### src/xgmii_rx_consts.svh
`ifndef XGMII_RX_CONSTS_SVH
`define XGMII_RX_CONSTS_SVH
`default_nettype none

////////////////////////////////////////
// XGMII control characters

// Start of frame, only ever seen in lane 3
`define XGMII_CTL_START		8'hfb
// Terminate, may land in any lane
`define XGMII_CTL_END		8'hfd
// In-band error from the PCS
`define XGMII_CTL_ERROR		8'hfe
`define XGMII_CTL_IDLE		8'h07

// Remaining preamble bytes plus SFD, lane 3 first
`define XGMII_PREAMBLE_SFD	32'h5555_55d5

////////////////////////////////////////
// Bus geometry

`define XGMII_DATA_W		32
`define XGMII_LANES			4

////////////////////////////////////////
// Ethernet CRC-32, LSB-first form

`define CRC32_POLY			32'hedb8_8320
`define CRC32_INIT			32'hffff_ffff
`define CRC32_XOROUT		32'hffff_ffff

`default_nettype wire
`endif

### src/xgmii_pkg.sv
`include "xgmii_rx_consts.svh"
`default_nettype none

// Types describing one 32-bit XGMII word as seen on the wire
package xgmii_pkg;

	// One flag per lane, bit 3 is the earliest byte
	typedef logic [`XGMII_LANES-1:0] lane_mask_t;

	// Data and control bits of one XGMII word
	// Lane i lives in data[8*i+7:8*i] with its control bit in ctl[i]
	typedef struct packed {
		logic [`XGMII_DATA_W-1:0]	data;
		lane_mask_t					ctl;
	} xgmii_word_t;

	// ctl high means the lane carries a control character
	// ctl low means the lane carries a data byte

endpackage

`default_nettype wire

### src/rx_stream_pkg.sv
`include "xgmii_rx_consts.svh"
`default_nettype none

// Types for the receive stream side and frame tracking
package rx_stream_pkg;

	// Valid bytes in one beat, 0 up to a full word
	typedef logic [2:0] byte_count_t;

	// Byte strobes, bit 0 is the earliest byte
	typedef logic [`XGMII_LANES-1:0] strb_t;

	// Receive framing states
	typedef enum logic [1:0] {
		// Waiting for a start character
		IDLE		= 2'd0,
		// Start seen, expecting the preamble/SFD word
		PREAMBLE	= 2'd1,
		// Payload and FCS until terminate
		BODY		= 2'd2
	} frame_state_t;

endpackage

`default_nettype wire

### src/rx_lane_if.sv
`default_nettype none

// Registered XGMII word plus per-lane control decode
interface rx_lane_if;
	import xgmii_pkg::*;

	logic			valid;
	xgmii_word_t	word;
	// Lane 3 holds the start character
	logic			start_seen;
	// Lanes holding terminate or error characters
	lane_mask_t		end_lanes;
	lane_mask_t		error_lanes;

	modport decoder (
		output valid, word, start_seen, end_lanes, error_lanes
	);

	modport framer (
		input valid, word, start_seen, end_lanes, error_lanes
	);

endinterface

`default_nettype wire

### src/rx_beat_if.sv
`include "xgmii_rx_consts.svh"
`default_nettype none

// Payload beats and end-of-frame info, framer to FCS checker
interface rx_beat_if;
	import rx_stream_pkg::*;

	logic						beat_valid;
	// Earliest byte in bits 7:0
	logic [`XGMII_DATA_W-1:0]	data;
	strb_t						strb;
	byte_count_t				crc_bytes;
	logic						crc_restart;
	logic						frame_end;
	// Received FCS, first wire byte in bits 7:0
	logic [`XGMII_DATA_W-1:0]	fcs;
	logic						abort;

	modport framer (
		output beat_valid, data, strb, crc_bytes, crc_restart, frame_end, fcs, abort
	);

	modport fcs_check (
		input beat_valid, data, strb, crc_bytes, crc_restart, frame_end, fcs, abort
	);

endinterface

`default_nettype wire

### src/xgmii_lane_decoder.sv
`include "xgmii_rx_consts.svh"
`default_nettype none

module xgmii_lane_decoder (
	input wire logic					xgmii_rx_clk,
	input wire logic					rst,
	input wire logic					in_valid,
	input wire xgmii_pkg::xgmii_word_t	in_word,
	rx_lane_if.decoder					lanes
);
	import xgmii_pkg::*;

	lane_mask_t	end_hit;
	lane_mask_t	error_hit;
	logic		start_hit;

	////////////////////////////////////////
	// Per-lane control character compare

	always_comb begin
		for (int i = 0; i < `XGMII_LANES; i++) begin
			// Only a control lane may carry a control code
			end_hit[i]		= in_word.ctl[i] && (in_word.data[8*i +: 8] == `XGMII_CTL_END);
			error_hit[i]	= in_word.ctl[i] && (in_word.data[8*i +: 8] == `XGMII_CTL_ERROR);
		end

		// Start is only legal in the leftmost lane
		start_hit = in_word.ctl[3] && (in_word.data[31:24] == `XGMII_CTL_START);
	end

	////////////////////////////////////////
	// Output register

	always_ff @(posedge xgmii_rx_clk) begin
		if (rst) begin
			lanes.valid			<= 1'b0;
			lanes.start_seen	<= 1'b0;
			lanes.end_lanes		<= '0;
			lanes.error_lanes	<= '0;
		end else begin
			lanes.valid			<= in_valid;
			lanes.start_seen	<= start_hit;
			lanes.end_lanes		<= end_hit;
			lanes.error_lanes	<= error_hit;
		end
	end

	// Raw word travels alongside its flags
	always_ff @(posedge xgmii_rx_clk) begin
		lanes.word <= in_word;
	end

endmodule

`default_nettype wire

### src/rx_frame_fsm.sv
`include "xgmii_rx_consts.svh"
`default_nettype none

module rx_frame_fsm (
	input wire logic	xgmii_rx_clk,
	input wire logic	rst,
	rx_lane_if.framer	lanes,
	rx_beat_if.framer	beats
);
	import rx_stream_pkg::*;

	frame_state_t					state;
	logic							last_was_preamble;
	// Word from the previous valid cycle, held back one word
	logic [`XGMII_DATA_W-1:0]		prev_data;
	logic [`XGMII_DATA_W-1:0]		prev_swap;
	logic [`XGMII_DATA_W-1:0]		cur_swap;
	logic [2*`XGMII_DATA_W-1:0]		tail_bytes;
	byte_count_t					tail_count;
	logic							preamble_ok;
	logic							abort_now;

	////////////////////////////////////////
	// Byte order and end-of-frame decode

	// Swap so the earliest wire byte sits in bits 7:0
	always_comb begin
		for (int i = 0; i < `XGMII_LANES; i++) begin
			prev_swap[8*i +: 8]	= prev_data[8*(`XGMII_LANES-1-i) +: 8];
			cur_swap[8*i +: 8]	= lanes.word.data[8*(`XGMII_LANES-1-i) +: 8];
		end
	end

	// Eight bytes in wire order, previous word first
	assign tail_bytes = {cur_swap, prev_swap};

	// Payload bytes left in the previous word, by terminate lane
	always_comb begin
		if (lanes.end_lanes[3]) begin
			tail_count = 3'd0;
		end else if (lanes.end_lanes[2]) begin
			tail_count = 3'd1;
		end else if (lanes.end_lanes[1]) begin
			tail_count = 3'd2;
		end else begin
			tail_count = 3'd3;
		end
	end

	assign preamble_ok	= (lanes.word.ctl == '0) && (lanes.word.data == `XGMII_PREAMBLE_SFD);
	// Error code anywhere in an active frame
	assign abort_now	= (|lanes.error_lanes) && (state != IDLE);

	////////////////////////////////////////
	// Frame state machine

	always_ff @(posedge xgmii_rx_clk) begin
		// Single-cycle strobes
		beats.beat_valid	<= 1'b0;
		beats.frame_end		<= 1'b0;
		beats.crc_restart	<= 1'b0;
		beats.abort			<= 1'b0;

		if (rst) begin
			state				<= IDLE;
			last_was_preamble	<= 1'b0;
		end else if (lanes.valid) begin
			last_was_preamble <= 1'b0;

			case (state)
				IDLE: begin
					if (lanes.start_seen) begin
						state <= PREAMBLE;
					end
				end

				PREAMBLE: begin
					beats.crc_restart <= 1'b1;
					// Bad second word drops the frame quietly
					if (preamble_ok) begin
						state				<= BODY;
						last_was_preamble	<= 1'b1;
					end else begin
						state <= IDLE;
					end
				end

				BODY: begin
					if (|lanes.end_lanes) begin
						// Lane 3 terminate leaves nothing but FCS in the previous word
						beats.beat_valid	<= (tail_count != 3'd0);
						beats.frame_end		<= 1'b1;
						state				<= IDLE;
					end else if (!last_was_preamble) begin
						beats.beat_valid <= 1'b1;
					end
				end

				default: begin
					state <= IDLE;
				end
			endcase

			// Error overrides everything else
			if (abort_now) begin
				state				<= IDLE;
				beats.beat_valid	<= 1'b0;
				beats.frame_end		<= 1'b0;
				beats.abort			<= 1'b1;
			end
		end
	end

	////////////////////////////////////////
	// Beat payload

	always_ff @(posedge xgmii_rx_clk) begin
		if (lanes.valid) begin
			prev_data	<= lanes.word.data;
			beats.data	<= prev_swap;
			// FCS starts right after the last payload byte
			beats.fcs	<= tail_bytes[{tail_count, 3'b000} +: `XGMII_DATA_W];

			if (|lanes.end_lanes) begin
				beats.strb		<= (strb_t'(1) << tail_count) - strb_t'(1);
				beats.crc_bytes	<= tail_count;
			end else begin
				beats.strb		<= '1;
				beats.crc_bytes	<= byte_count_t'(`XGMII_LANES);
			end
		end
	end

endmodule

`default_nettype wire

### src/rx_crc32.sv
`include "xgmii_rx_consts.svh"
`default_nettype none

module rx_crc32 (
	input wire logic						xgmii_rx_clk,
	input wire logic						rst,
	input wire logic						restart,
	input wire logic [`XGMII_DATA_W-1:0]	data,
	input wire rx_stream_pkg::byte_count_t	nbytes,
	output logic [`XGMII_DATA_W-1:0]		crc
);

	logic [31:0] crc_q;
	logic [31:0] crc_next;

	// One byte through the reflected LFSR, LSB first
	function automatic logic [31:0] crc_byte(input logic [31:0] c, input logic [7:0] b);
		logic [31:0] r;
		r = c ^ {24'h0, b};
		for (int i = 0; i < 8; i++) begin
			if (r[0]) begin
				r = (r >> 1) ^ `CRC32_POLY;
			end else begin
				r = r >> 1;
			end
		end
		return r;
	endfunction

	// Chain up to four bytes, earliest in bits 7:0
	always_comb begin
		crc_next = crc_q;
		for (int k = 0; k < `XGMII_LANES; k++) begin
			if (k < nbytes) begin
				crc_next = crc_byte(crc_next, data[8*k +: 8]);
			end
		end
	end

	always_ff @(posedge xgmii_rx_clk) begin
		if (rst || restart) begin
			crc_q <= `CRC32_INIT;
		end else begin
			crc_q <= crc_next;
		end
	end

	// Finished value, matches the FCS as sent LSB first
	assign crc = crc_q ^ `CRC32_XOROUT;

endmodule

`default_nettype wire

### src/rx_fcs_checker.sv
`include "xgmii_rx_consts.svh"
`default_nettype none

module rx_fcs_checker (
	input wire logic					xgmii_rx_clk,
	input wire logic					rst,
	rx_beat_if.fcs_check				beats,
	output logic						tvalid,
	output logic [`XGMII_DATA_W-1:0]	tdata,
	output logic [`XGMII_LANES-1:0]		tstrb,
	output logic						tlast,
	output logic						tuser
);
	import rx_stream_pkg::*;

	// One-entry hold for the newest beat
	logic						hold_valid;
	logic [`XGMII_DATA_W-1:0]	hold_data;
	strb_t						hold_strb;
	// Frame ended, waiting for the CRC to settle
	logic						end_pending;
	logic [`XGMII_DATA_W-1:0]	fcs_q;
	logic [`XGMII_DATA_W-1:0]	crc;
	byte_count_t				crc_nbytes;

	////////////////////////////////////////
	// CRC over payload beats

	assign crc_nbytes = beats.beat_valid ? beats.crc_bytes : byte_count_t'(0);

	rx_crc32 crc_inst (
		.xgmii_rx_clk	(xgmii_rx_clk),
		.rst			(rst),
		.restart		(beats.crc_restart),
		.data			(beats.data),
		.nbytes			(crc_nbytes),
		.crc			(crc)
	);

	////////////////////////////////////////
	// Release control

	always_ff @(posedge xgmii_rx_clk) begin
		tvalid	<= 1'b0;
		tlast	<= 1'b0;
		tuser	<= 1'b0;

		if (rst) begin
			hold_valid	<= 1'b0;
			end_pending	<= 1'b0;
		end else if (beats.abort) begin
			// Flush with error, empty beat if nothing held
			tvalid		<= 1'b1;
			tlast		<= 1'b1;
			tuser		<= 1'b1;
			hold_valid	<= 1'b0;
			end_pending	<= 1'b0;
		end else if (end_pending) begin
			// CRC now covers the last payload byte
			tvalid		<= 1'b1;
			tlast		<= 1'b1;
			tuser		<= (crc != fcs_q);
			hold_valid	<= 1'b0;
			end_pending	<= 1'b0;
		end else begin
			// New beat pushes the held one out
			if (beats.beat_valid) begin
				tvalid		<= hold_valid;
				hold_valid	<= 1'b1;
			end
			if (beats.frame_end) begin
				end_pending <= 1'b1;
			end
		end
	end

	// Data path of hold and output registers
	always_ff @(posedge xgmii_rx_clk) begin
		if (beats.beat_valid) begin
			hold_data	<= beats.data;
			hold_strb	<= beats.strb;
		end
		if (beats.frame_end) begin
			fcs_q <= beats.fcs;
		end
		tdata <= hold_data;
		tstrb <= hold_valid ? hold_strb : '0;
	end

endmodule

`default_nettype wire

### src/xgmii_rx_mac.sv
`include "xgmii_rx_consts.svh"
`default_nettype none

module xgmii_rx_mac (
	input wire logic						xgmii_rx_clk,
	input wire logic						rst,
	input wire logic						xgmii_rx_valid,
	input wire logic [`XGMII_DATA_W-1:0]	xgmii_rx_data,
	input wire logic [`XGMII_LANES-1:0]		xgmii_rx_ctl,
	output logic							rx_tvalid,
	output logic [`XGMII_DATA_W-1:0]		rx_tdata,
	output logic [`XGMII_LANES-1:0]			rx_tstrb,
	output logic							rx_tlast,
	output logic							rx_tuser
);
	import xgmii_pkg::*;

	xgmii_word_t in_word;

	rx_lane_if lanes_if ();
	rx_beat_if beats_if ();

	assign in_word = '{data: xgmii_rx_data, ctl: xgmii_rx_ctl};

	////////////////////////////////////////
	// Decode, frame, check

	xgmii_lane_decoder decoder_inst (
		.xgmii_rx_clk	(xgmii_rx_clk),
		.rst			(rst),
		.in_valid		(xgmii_rx_valid),
		.in_word		(in_word),
		.lanes			(lanes_if.decoder)
	);

	rx_frame_fsm framer_inst (
		.xgmii_rx_clk	(xgmii_rx_clk),
		.rst			(rst),
		.lanes			(lanes_if.framer),
		.beats			(beats_if.framer)
	);

	rx_fcs_checker checker_inst (
		.xgmii_rx_clk	(xgmii_rx_clk),
		.rst			(rst),
		.beats			(beats_if.fcs_check),
		.tvalid			(rx_tvalid),
		.tdata			(rx_tdata),
		.tstrb			(rx_tstrb),
		.tlast			(rx_tlast),
		.tuser			(rx_tuser)
	);

endmodule

`default_nettype wire

### config.mk
export PLATFORM = sky130hd
export DESIGN_NAME = xgmii_rx_mac
export DESIGN_NICKNAME = d
export VERILOG_FILES = /design/src/xgmii_pkg.sv /design/src/rx_stream_pkg.sv /design/src/rx_lane_if.sv /design/src/rx_beat_if.sv /design/src/xgmii_lane_decoder.sv /design/src/rx_frame_fsm.sv /design/src/rx_crc32.sv /design/src/rx_fcs_checker.sv /design/src/xgmii_rx_mac.sv
export VERILOG_INCLUDE_DIRS = /design/src
export SDC_FILE = /design/constraint.sdc
export NUM_CORES = 1
export LEC_CHECK = 0
export BUFFER_PORTS_ARGS = -buffer_cell sky130_fd_sc_hd__buf_2
export CORE_MARGIN = 4
export CORE_UTILIZATION = 49
export CTS_CLUSTER_DIAMETER = 80
export CTS_CLUSTER_SIZE = 20
export DETAILED_ROUTE_END_ITERATION = 10
export GPL_ROUTABILITY_DRIVEN = 0
export GPL_TIMING_DRIVEN = 0
export PLACE_DENSITY = 0.66
export REMOVE_ABC_BUFFERS = 1
export SLEW_MARGIN = 15
export SYNTH_ARGS = -nofsm -noshare
export SYNTH_HDL_FRONTEND = slang
export SYNTH_SLANG_ARGS = --single-unit
export TNS_END_PERCENT = 10
### constraint.sdc
create_clock -name xgmii_rx_clk -period 13.9 [get_ports xgmii_rx_clk]
set_clock_uncertainty 0.15 [all_clocks]
set_input_delay 0 -clock xgmii_rx_clk [delete_from_list [all_inputs] [get_ports xgmii_rx_clk]]
set_output_delay 0 -clock xgmii_rx_clk [all_outputs]
set_load 0.05 [all_outputs]
# Word-level counts from Yosys, hierarchy flattened

Index checks and enable logic that the tools add are counted.

Memories: 0
Register bits: 297
Latch bits: 0
Word-level logic and storage cells: 199
Input port bits: 39
Bits in read-only memories: 0
RAM bits: 0

Reduce and logical (&&, ||, !) cells: 22
Add/subtract/negate cells: 1
Magnitude comparators: 4
Shift operators: 2
Eq/ne operators: 15
$mul: 0
Divide/modulo/power cells: 0
Bitwise gates (word level): 39
Mux-type cells: 88

Operators with widths:

| kind                 | number |
|---|---|
| $mux 32              | 64 |
| $not 13->14          | 32 |
| $xor 32x8->32        | 4 |
| $eq 8x8->1 const B   | 9 |
| $shiftx 64x7->32     | 1 |
| $eq 32x31->1 const B | 1 |
| $ne 32x32->1         | 1 |
| $not 32->32          | 1 |
| $mux 1               | 16 |
| $reduce_or 4->1      | 3 |
| $logic_and 1x1->1    | 11 |
| $mux 3               | 3 |
| $mux 2               | 4 |
| $lt 1x3->1 const A   | 2 |
| $lt 2x3->1 const A   | 2 |
| $pmux 2 s3           | 1 |
| $logic_not 4->1      | 1 |
| $shl 1x3->4 const A  | 1 |
| $sub 4x1->4 const B  | 1 |
| $ne 3x1->1 const B   | 1 |
| $ne 3x2->1 const B   | 1 |
| $reduce_and 3->1     | 1 |
| $reduce_bool 3->1    | 1 |
| $reduce_or 3->1      | 1 |
| 7 further kinds      | 8 |

# Longest topological paths before layout

Gate-level depths: netlist of the first run.

Depth after elaboration: 100
Mapped depth: 19
Depth with buffers taken out: 15

# Modules after synthesis

A second synthesis of the first run with hierarchy kept.

Cells, all modules: 1279
Area total of the unflattened synthesis: 15203.3 sq um

Modules (own cells, without submodules):

| module             | cells an instance | sequential area each (sq um) | area each (sq um) | times used |
|---|---|---|---|---|
| rx_crc32           | 731               | 640.6                        | 6281.0            | 1 |
| rx_frame_fsm       | 311               | 3203.1                       | 4455.5            | 1 |
| rx_fcs_checker     | 167               | 2862.7                       | 3295.7            | 1 |
| xgmii_lane_decoder | 70                | 920.9                        | 1171.1            | 1 |

# Worst setup path before layout of the first run

No wires, ideal clock.

Path kind: reg2reg
Start: register framer_inst.beats.beat_valid
End: register checker_inst.crc_inst.crc_q[17]
Setup slack: 8.124 ns
Stages on the path, launching flop included: 17
Arrival time: 5.490 ns
Library setup time: 0.136 ns
Clock period less this slack: 5.776 ns
Cells stage by stage: dfxtp_1 > clkbuf_1 > o31ai_4 > buf_2 > mux2i_4 > xnor2_1 > xor3_1 > or3b_2 > nand4_1 > xnor2_1 > a21oi_1 > xnor2_1 > xor2_1 > xnor3_1 > xor2_1 > nor2_1 > o21ai_0

Word-level cells in the longest chain between the ends: 65
Elaborated cells between the ends (all ways): 78

RTL lines:

| what                                   | line                 | RTL |
|---|---|---|
| from (decl)                            | rx_beat_if.sv:20     | `output beat_valid, data, strb, crc_bytes, crc_restart, frame_end, fcs, abort` |
| from (signal assigned)                 | rx_frame_fsm.sv:91   | `beats.beat_valid <= (tail_count != 3'd0);` |
| $mux 3 (*)                             | rx_fcs_checker.sv:29 | `assign crc_nbytes = beats.beat_valid ? beats.crc_bytes : byte_count_t'(0);` |
| $lt 1x3->1                             | rx_crc32.sv:34       | `if (k < nbytes) begin` |
| $mux 32                                | rx_crc32.sv:34       |  |
| $xor 32x8->32                          | rx_crc32.sv:19       | `r = c ^ {24'h0, b};` |
| $not 13->14 (no line)                  | -                    |  |
| $mux 32                                | rx_crc32.sv:21       | `if (r[0]) begin` |
| $mux 32                                | rx_crc32.sv:34       |  |
| $mux 32 or $not 13->14 (tied branches) | -                    |  |
| [... 49 more ...]                      | -                    |  |
| $mux 32                                | rx_crc32.sv:34       |  |
| $not 13->14 (no line)                  | -                    |  |
| $mux 32                                | rx_crc32.sv:21       |  |
| $mux 32                                | rx_crc32.sv:34       |  |
| $mux 32                                | rx_crc32.sv:21       |  |
| $mux 32                                | rx_crc32.sv:34       |  |
| $mux 32                                | rx_crc32.sv:21       |  |
| $mux 32 (*)                            | rx_crc32.sv:34       |  |
| to (signal assigned)                   | rx_crc32.sv:42       | `` crc_q <= `CRC32_INIT; `` |
| to (signal assigned)                   | rx_crc32.sv:44       | `crc_q <= crc_next;` |
| to (decl)                              | rx_crc32.sv:13       | `logic [31:0] crc_q;` |

Mark *: on every way between the ends. The rest lies on a longest branch, timed or not. The select of a mux whose other input is x is not followed.
A chain may end at the register's enable or synchronous reset.

# Final worst setup path of the first run

Start: register framer_inst.beats.data[3]
End: register checker_inst.crc_inst.crc_q[27]

Word-level cells in the longest chain between the ends: 78
Elaborated cells between the ends (all ways): 92

RTL lines:

| what                                             | line                           | RTL |
|---|---|---|
| from (decl)                                      | rx_beat_if.sv:20               |  |
| from (signal assigned)                           | rx_frame_fsm.sv:120            | `beats.data <= prev_swap;` |
| $xor 32x8->32 (*)                                | rx_crc32.sv:19                 |  |
| $mux 32 (*)                                      | rx_crc32.sv:21                 |  |
| $mux 32 (*)                                      | rx_crc32.sv:34                 |  |
| $mux 32 (*)                                      | rx_crc32.sv:21                 |  |
| $mux 32 (*)                                      | rx_crc32.sv:34                 |  |
| $mux 32 (*)                                      | rx_crc32.sv:21                 |  |
| $mux 32 (*)                                      | rx_crc32.sv:34                 |  |
| $mux 32 (*)                                      | rx_crc32.sv:21                 |  |
| [... 62 more ...]                                | -                              |  |
| $not 13->14 (no line) or $mux 32 (tied branches) | -                              |  |
| $mux 32 (on tied branches)                       | rx_crc32.sv:21, rx_crc32.sv:34 |  |
| $mux 32 (on tied branches)                       | rx_crc32.sv:34, rx_crc32.sv:21 |  |
| $mux 32 (on tied branches)                       | rx_crc32.sv:21, rx_crc32.sv:34 |  |
| $mux 32 (on tied branches)                       | rx_crc32.sv:34, rx_crc32.sv:21 |  |
| $not 13->14 (no line) or $mux 32 (tied branches) | -                              |  |
| $mux 32                                          | rx_crc32.sv:21                 |  |
| $mux 32 (*)                                      | rx_crc32.sv:34                 |  |

Marks and branches as above.

==> flow_summary.toml, run 1 <==
[timing]
setup_viol = 0
relSlewSlack_pct = 13.9
post-route-min-period_ns = 6.84
finalMaxSlewViolations = 0
holdWs_ns = 0.0406
finalHoldViolCount = 0
rsz0062_at_grt = "false"
setup_tns_ns = 0
fin_crit_sh_pct = 49.2
fmax_mhz = 146
tightest_slew_ns = 1.28

[power_and_ir_drop]
ir_drop_uv = 96.1
power.density_mw_per_mm2 = 101
p_leak_nw = 6.68

[synthesis]
synth-async-reset-ratio_pct = 0
synthTopCellsByCount = "edfxtp_1, xnor2_1, dfxtp_1, nand2_1, xor2_1"
synth-seq-area-share_pct = 51.6
netlist_area_sq_mm = 0.0148
avgSynthCellArea_sq_um = 12.7
syn_inst = 1167
yosysMostFrequentCell = "edfxtp_1"
synth_edf_count = 170
yosysTopAreaCell = "edfxtp_1"
yosysUniqueCellTypes = 64
ys_seq_elements = 296
ys.flop_type = "edfxtp_1"
synthTopCellsByArea = "edfxtp_1, dfxtp_1, xnor2_1, xnor3_1, xor2_1"
synth_top_area_share_pct = 34.5
synth-warning-count = 0

[setup_path]
crit_buf_inv = 0
cp.required_ns = 14.16
end_kind = "flip-flop"
slowest_stage = "nor4bb_2"
slowest_delay_ns = 0.84
cp.depth = 15
critPathLaunch = "framer_inst.beats.data[3]"
worstReg2RegEnd = "checker_inst.crc_inst.crc_q[27]"
cpMostUsedCell = "xnor2_1"
crit_chain = "xnor2_2, xnor2_1, xnor2_1, o21ai_0, nand3_1, xnor2_1, a311oi_1, nand3_1, and3_1, o22ai_1, nor4bb_2, xor2_1, xor2_1, xnor2_1, o21ai_0"
start_kind = "flip-flop"
cp_top_family = "XOR/XNOR gates"
regToRegSetupSlack_ns = 7.06
rr_startpoint = "framer_inst.beats.data[3]"
path_class = "reg2reg"
r2r_cells = 15
arrival_ns = 7.10
path_max_fanout = 10
critical_path.endpoint = "checker_inst.crc_inst.crc_q[27]"

[clock_network]
cts_root_buffer = "clkbuf_16"
clock_latency_ns = 0.54
cts-htree-levels = 1
cts.sinks = 296
cts_buffers = 20
cts_resized = 0
clk_path_buf_depth = 3
cts.clk_slew.worst_paths_ns = 0.08
cts_tree = "done"

[final_layout]
drive_gt1_share_pct = 13.2
nNetsFinal = 1339
finalNonFillerCells = 1704
diodes = 0
area_growth_pct = 15.3

[placement]
io_buffer_count = 77
dp_hpwl_mm = 28.1
dp.cells = 1594

[routing]
vias = 9445
drtIter0Drc = 903
routed_wl_mm = 38.6
drc = 0
ant_nets = 0
viasPerCell = 5.54
avgRoutedWirePerCell_microns = 22.6
drt_first_pass_iters = 6

[grt]
grt_pass1_wl_mm = 57.0
gr-total-overflow = 0
grt_pass1_vias = 9167
antenna_found_initial = 0
grt_use_total_pct = 22.9
grt_max_degree = 55

[worst_hold_path]
hp-class = "in2reg"
hold_depth = 3

[floorplan]
chipHeight_microns = 182
die_area_sq_mm = 0.0330
io_pins = 78
fp.coreArea_sq_mm = 0.0297
start_util_pct = 49.8
rows = 63
dieWidth_microns = 182

[status]
status = "complete, no violations"

[job]
drv_cap = 0
==> cell usage in the layout, fill, tap and decap left out, types with 10 or more instances in the layout <==
master | netlist | routed
a211oi_1 | 17 | 17
nor2_1 | 55 | 54
nand3_1 | 11 | 11
nor3_1 | 16 | 16
xnor2_2 | 12 | 12
dlygate4sd3_1 | 0 | 74
a21o_1 | 16 | 16
nand4_1 | 13 | 13
inv_1 | 10 | 10
buf_2 | 6 | 77
clkbuf_1 | 39 | 10
xnor3_1 | 39 | 39
xor2_1 | 72 | 72
mux2i_1 | 50 | 50
and2_1 | 11 | 10
nor4_1 | 15 | 15
o211a_1 | 12 | 12
dfxtp_1 | 126 | 122
xor3_1 | 10 | 10
nand2_1 | 80 | 79
clkbuf_16 | 0 | 20
xnor2_1 | 153 | 153
nor2b_1 | 14 | 14
a21oi_1 | 55 | 54
o211ai_1 | 16 | 16
edfxtp_1 | 170 | 170
o21ai_0 | 37 | 37
==> registers in the layout, indices dropped and copies added, names as in the netlist, 2 cells and up <==
name and count:
checker_inst.crc_inst.crc_q 32, checker_inst.hold_strb 4, framer_inst.beats.data 32, checker_inst.tdata 32, decoder_inst.lanes.word 36, framer_inst.beats.strb 4
framer_inst.state 2, framer_inst.prev_data 32, decoder_inst.lanes.error_lanes 4, checker_inst.fcs_q 32, framer_inst.beats.crc_bytes 2, checker_inst.tstrb 4
decoder_inst.lanes.end_lanes 4, framer_inst.beats.fcs 32, checker_inst.hold_data 32
==> worst min-delay path, stage by stage <==
cell and delay (ns):
dlygate4sd3_1 0.51, buf_2 0.09, nor2b_1 0.10
==> cell families (layout without fill, tap and decap cells) <==
| group | after synthesis | in the layout | synth area share, % |
|---|---|---|---|
| compound gates | 189 | 189 | 8.40 |
| xor+xnor | 303 | 303 | 25.0 |
| mux | 60 | 60 | 4.47 |
| flops | 296 | 296 | 51.6 |
| buf+inv | 60 | 207 | 1.60 |
| simple gates | 259 | 259 | 8.93 |
==> power by group <==
group / internal, W / switching [W] / leakage (nW)
logic: 0.0000847 / 0.0000716 / 3.76
clock network: 0.000289 / 0.000304 / 0.306
registers: 0.000949 / 0.0000256 / 2.62
==> metal layers <==
metal	up-vias	part of all wire (%)	global-route usage [%]
li1	4425	-	-
met3	62	5.4	2.78
met5	-	0	0
met1	4646	41	30.4
met4	0	3.8	8.32
met2	312	49	39.0
==> metrics by stage <==
step / cell area [sq um] / power, W / setup slack, ns / utilization (%)
finish: 17100 / 0.00172 / 7.06 / 57.4
detailed placement: 15700 / 0.00113 / 7.13 / 52.7
floorplan: 14600 / 0.00109 / 7.40 / -
global placement: 15500 / 0.00113 / 4.79 / 52.0
CTS: 17000 / 0.00173 / 7.11 / 57.4
global route: 17100 / 0.00178 / 6.69 / 57.4
==> final cells by class <==
| class | count | area, sq um |
|---|---|---|
| inverter | 11 | 41.3 |
| timing repair buffer | 160 | 1300 |
| tap | 390 | 488 |
| clock inverter | 6 | 97.6 |
| sequential | 296 | 7630 |
| clock buffer | 30 | 538 |
| fill | 2394 | 12700 |
| multi-input combinational | 811 | 6950 |
==> how the worst min path moves through the flow <==
stage,end,from,slack [ns]
6_report,decoder_inst.lanes.valid,xgmii_rx_valid,0.04
5_1_grt,decoder_inst.lanes.valid,xgmii_rx_valid,0.05
4_1_cts,decoder_inst.lanes.error_lanes[2],xgmii_rx_data[16],0.01
3_5_place_dp,decoder_inst.lanes.word[3],xgmii_rx_ctl[3],-0.03
3_3_place_gp,decoder_inst.lanes.word[2],xgmii_rx_ctl[2],-0.03
2_1_floorplan,decoder_inst.lanes.word[0],xgmii_rx_ctl[0],-0.12
==> what timing repair did <==
| action | 4_1_cts | 5_1_grt |
|---|---|---|
| setup endpoints to repair | 0 | 0 |
| hold endpoints to repair | 56 | 0 |
| hold buffers | 74 | 0 |
| buffers inserted | 0 | 0 |
No activity file was read; power rests on OpenSTA's default activity.
==> inputs of run 2 (changes only) <==
- PLACE_DENSITY: 0.66 -> 0.69
- clock period: 13.9 -> 6.04 ns (I/O delays scaled with it)
==> run 2 against run 1 <==
Net effect:
- sequential cell count is the same
- critical path depth is the same
- via count hardly changed
- clock power grew 130%
- sequential power grew 130%
- worst setup slack worse by 7.0 ns
- cell count rose by 0.65%
- combinational power increased by 140%
- global-route usage decreased by 0.19 points
- die area is the same
- non-clock buffer count rose by 11
- count of clock-buffer cells in the layout increased by 1
- critical path type unchanged
- largest cell class unchanged
- highest routed layer unchanged
==> flow_summary.toml, run 2 (synthesis gave the netlist of run 1 again) <==
[status]
status = "complete, no violations"

[clock_network]
cts-htree-levels = 1
cts.sinks = 296
clock_latency_ns = 0.53
clk_path_buf_depth = 3
cts.clk_slew.worst_paths_ns = 0.08
cts_buffers = 20
cts_root_buffer = "clkbuf_16"
cts_tree = "done"

[floorplan]
fp.coreArea_sq_mm = 0.0297
io_pins = 78
chipHeight_microns = 182
dieWidth_microns = 182
rows = 63
start_util_pct = 49.8
die_area_sq_mm = 0.0330

[final_layout]
final_common_cell = "edfxtp_1"
largest_register = "decoder_inst.lanes.word"
fin_util_pct = 58.3
finalNonFillerCells = 1715
nNetsFinal = 1350
diodes = 0
area_growth_pct = 17.2
most-common-layout-cells = "edfxtp_1, xnor2_1, dfxtp_1"
largest_reg_flops = 36
drive_gt1_share_pct = 15.2
stdcell_area_sq_mm = 0.0173

[timing]
rsz0062_at_grt = "true"
setup_viol = 0
post-route-min-period_ns = 5.94
tightest_slew_ns = 1.17
finalMaxSlewViolations = 0
finalHoldViolCount = 0
relSlewSlack_pct = 21.9
fin_crit_sh_pct = 98.3
fmax_mhz = 168

[grt]
grt_use_total_pct = 22.7
grt_max_degree = 54
grt_pass1_wl_mm = 56.7
antenna_found_initial = 0
gr-total-overflow = 0
grt_pass1_vias = 9172

[setup_path]
path_class = "reg2reg"
slowest_delay_ns = 0.55
start_kind = "flip-flop"
end_kind = "flip-flop"
crit_buf_inv = 0
cp.required_ns = 6.26
arrival_ns = 6.16
cp_top_family = "XOR/XNOR gates"
slowest_stage = "xor3_1"
cpMostUsedCell = "xnor2_2"
path_max_fanout = 7
crit_chain = "xnor2_2, xnor3_1, mux2i_4, xnor2_2, xor3_1, or3b_2, nand4_1, xnor2_1, a21oi_1, xnor2_2, xor2_2, xnor3_1, xor2_1, nor2_1, o21ai_0"

[placement]
dp_hpwl_mm = 27.5
io_buffer_count = 77
place_area_sq_mm = 0.0156
dp.cells = 1593

[routing]
drc = 0
viasPerCell = 5.50
avgRoutedWirePerCell_microns = 22.2
vias = 9440
drt_first_pass_iters = 5
ant_nets = 0
drtIter0Drc = 1008
routed_wl_mm = 38.1

[power_and_ir_drop]
p_leak_nw = 6.78
ir_drop_uv = 247
power.density_mw_per_mm2 = 228

[worst_hold_path]
hp-class = "in2reg"

[job]
drv_cap = 0
run 2: final timing paths:
| kind | start | to | slack, ns | cells after the start |
|---|---|---|---|---|
| setup / recovery | framer_inst.beats.data[0] | checker_inst.crc_inst.crc_q[17] | 0.10 | 15 |
| hold / removal | xgmii_rx_data[26] | decoder_inst.lanes.start_seen | 0.04 | 3 |
| setup reg to reg | framer_inst.beats.data[0] | checker_inst.crc_inst.crc_q[17] | 0.10 | 15 |
| hold reg to reg | checker_inst.hold_data[29] | checker_inst.tdata[29] | 0.18 | 0 |
run 2: worst register-to-register path, cell delays in order (launching register included):
cell and delay [ns]:
edfxtp_1 0.49, xnor2_2 0.37, xnor3_1 0.51, mux2i_4 0.33, xnor2_2 0.28, xor3_1 0.55
or3b_2 0.51, nand4_1 0.29, xnor2_1 0.12, a21oi_1 0.47, xnor2_2 0.25, xor2_2 0.33
xnor3_1 0.47, xor2_1 0.15, nor2_1 0.05, o21ai_0 0.47
run 2: cell type report:
cell class / count / area [sq um]
fillers: 2334 / 12400
clock buffers: 31 / 542
inverters: 11 / 41.3
clock inverters: 5 / 81.3
flip-flops and latches: 296 / 7640
repair buffers: 171 / 1370
well taps: 390 / 488
multi-input cells: 811 / 7180
run 2: repair_timing:
action	in CTS	in global routing
pin swaps	1	3
hold endpoints to repair	56	0
hold buffers	74	0
cloned	0	0
resized for setup	19	13
setup endpoints to repair	29	17
buffers inserted	1	11
run 2: report_power, final:
part	total [W]	internal [W]	leakage, nW	switching, W
registers	0.00224	0.00218	2.62	0.0000582
logic	0.000371	0.000203	3.87	0.000169
clock network	0.00135	0.000646	0.291	0.000701
total	0.00396	0.00303	6.78	0.000927
run 2: through the flow:
| step | hold slack [ns] | setup TNS (ns) | total power, W | setup WS, ns |
|---|---|---|---|---|
| 2_1_floorplan | -0.122 | -6.95 | 0.00251 | -0.461 |
| 5_1_grt | 0.0304 | -0.0431 | 0.00410 | -0.0431 |
| 3_5_place_dp | -0.0325 | -10.38 | 0.00260 | -0.726 |
| 3_3_place_gp | -0.0339 | -77.32 | 0.00260 | -2.90 |
| 6_report | 0.0375 | 0 | 0.00396 | 0.100 |
| 4_1_cts | 0.00846 | 0 | 0.00398 | 0.00721 |
run 2: routing by layer:
metal | up-vias | share of wire [%] | wire [microns] | track usage [%]
li1 | 4449 | - | - | -
met1 | 4584 | 41 | 15800 | 30.9
met2 | 334 | 49 | 18500 | 37.8
met3 | 73 | 5.4 | 2070 | 2.46
met4 | 0 | 4.5 | 1710 | 8.59
met5 | - | 0 | 0 | 0
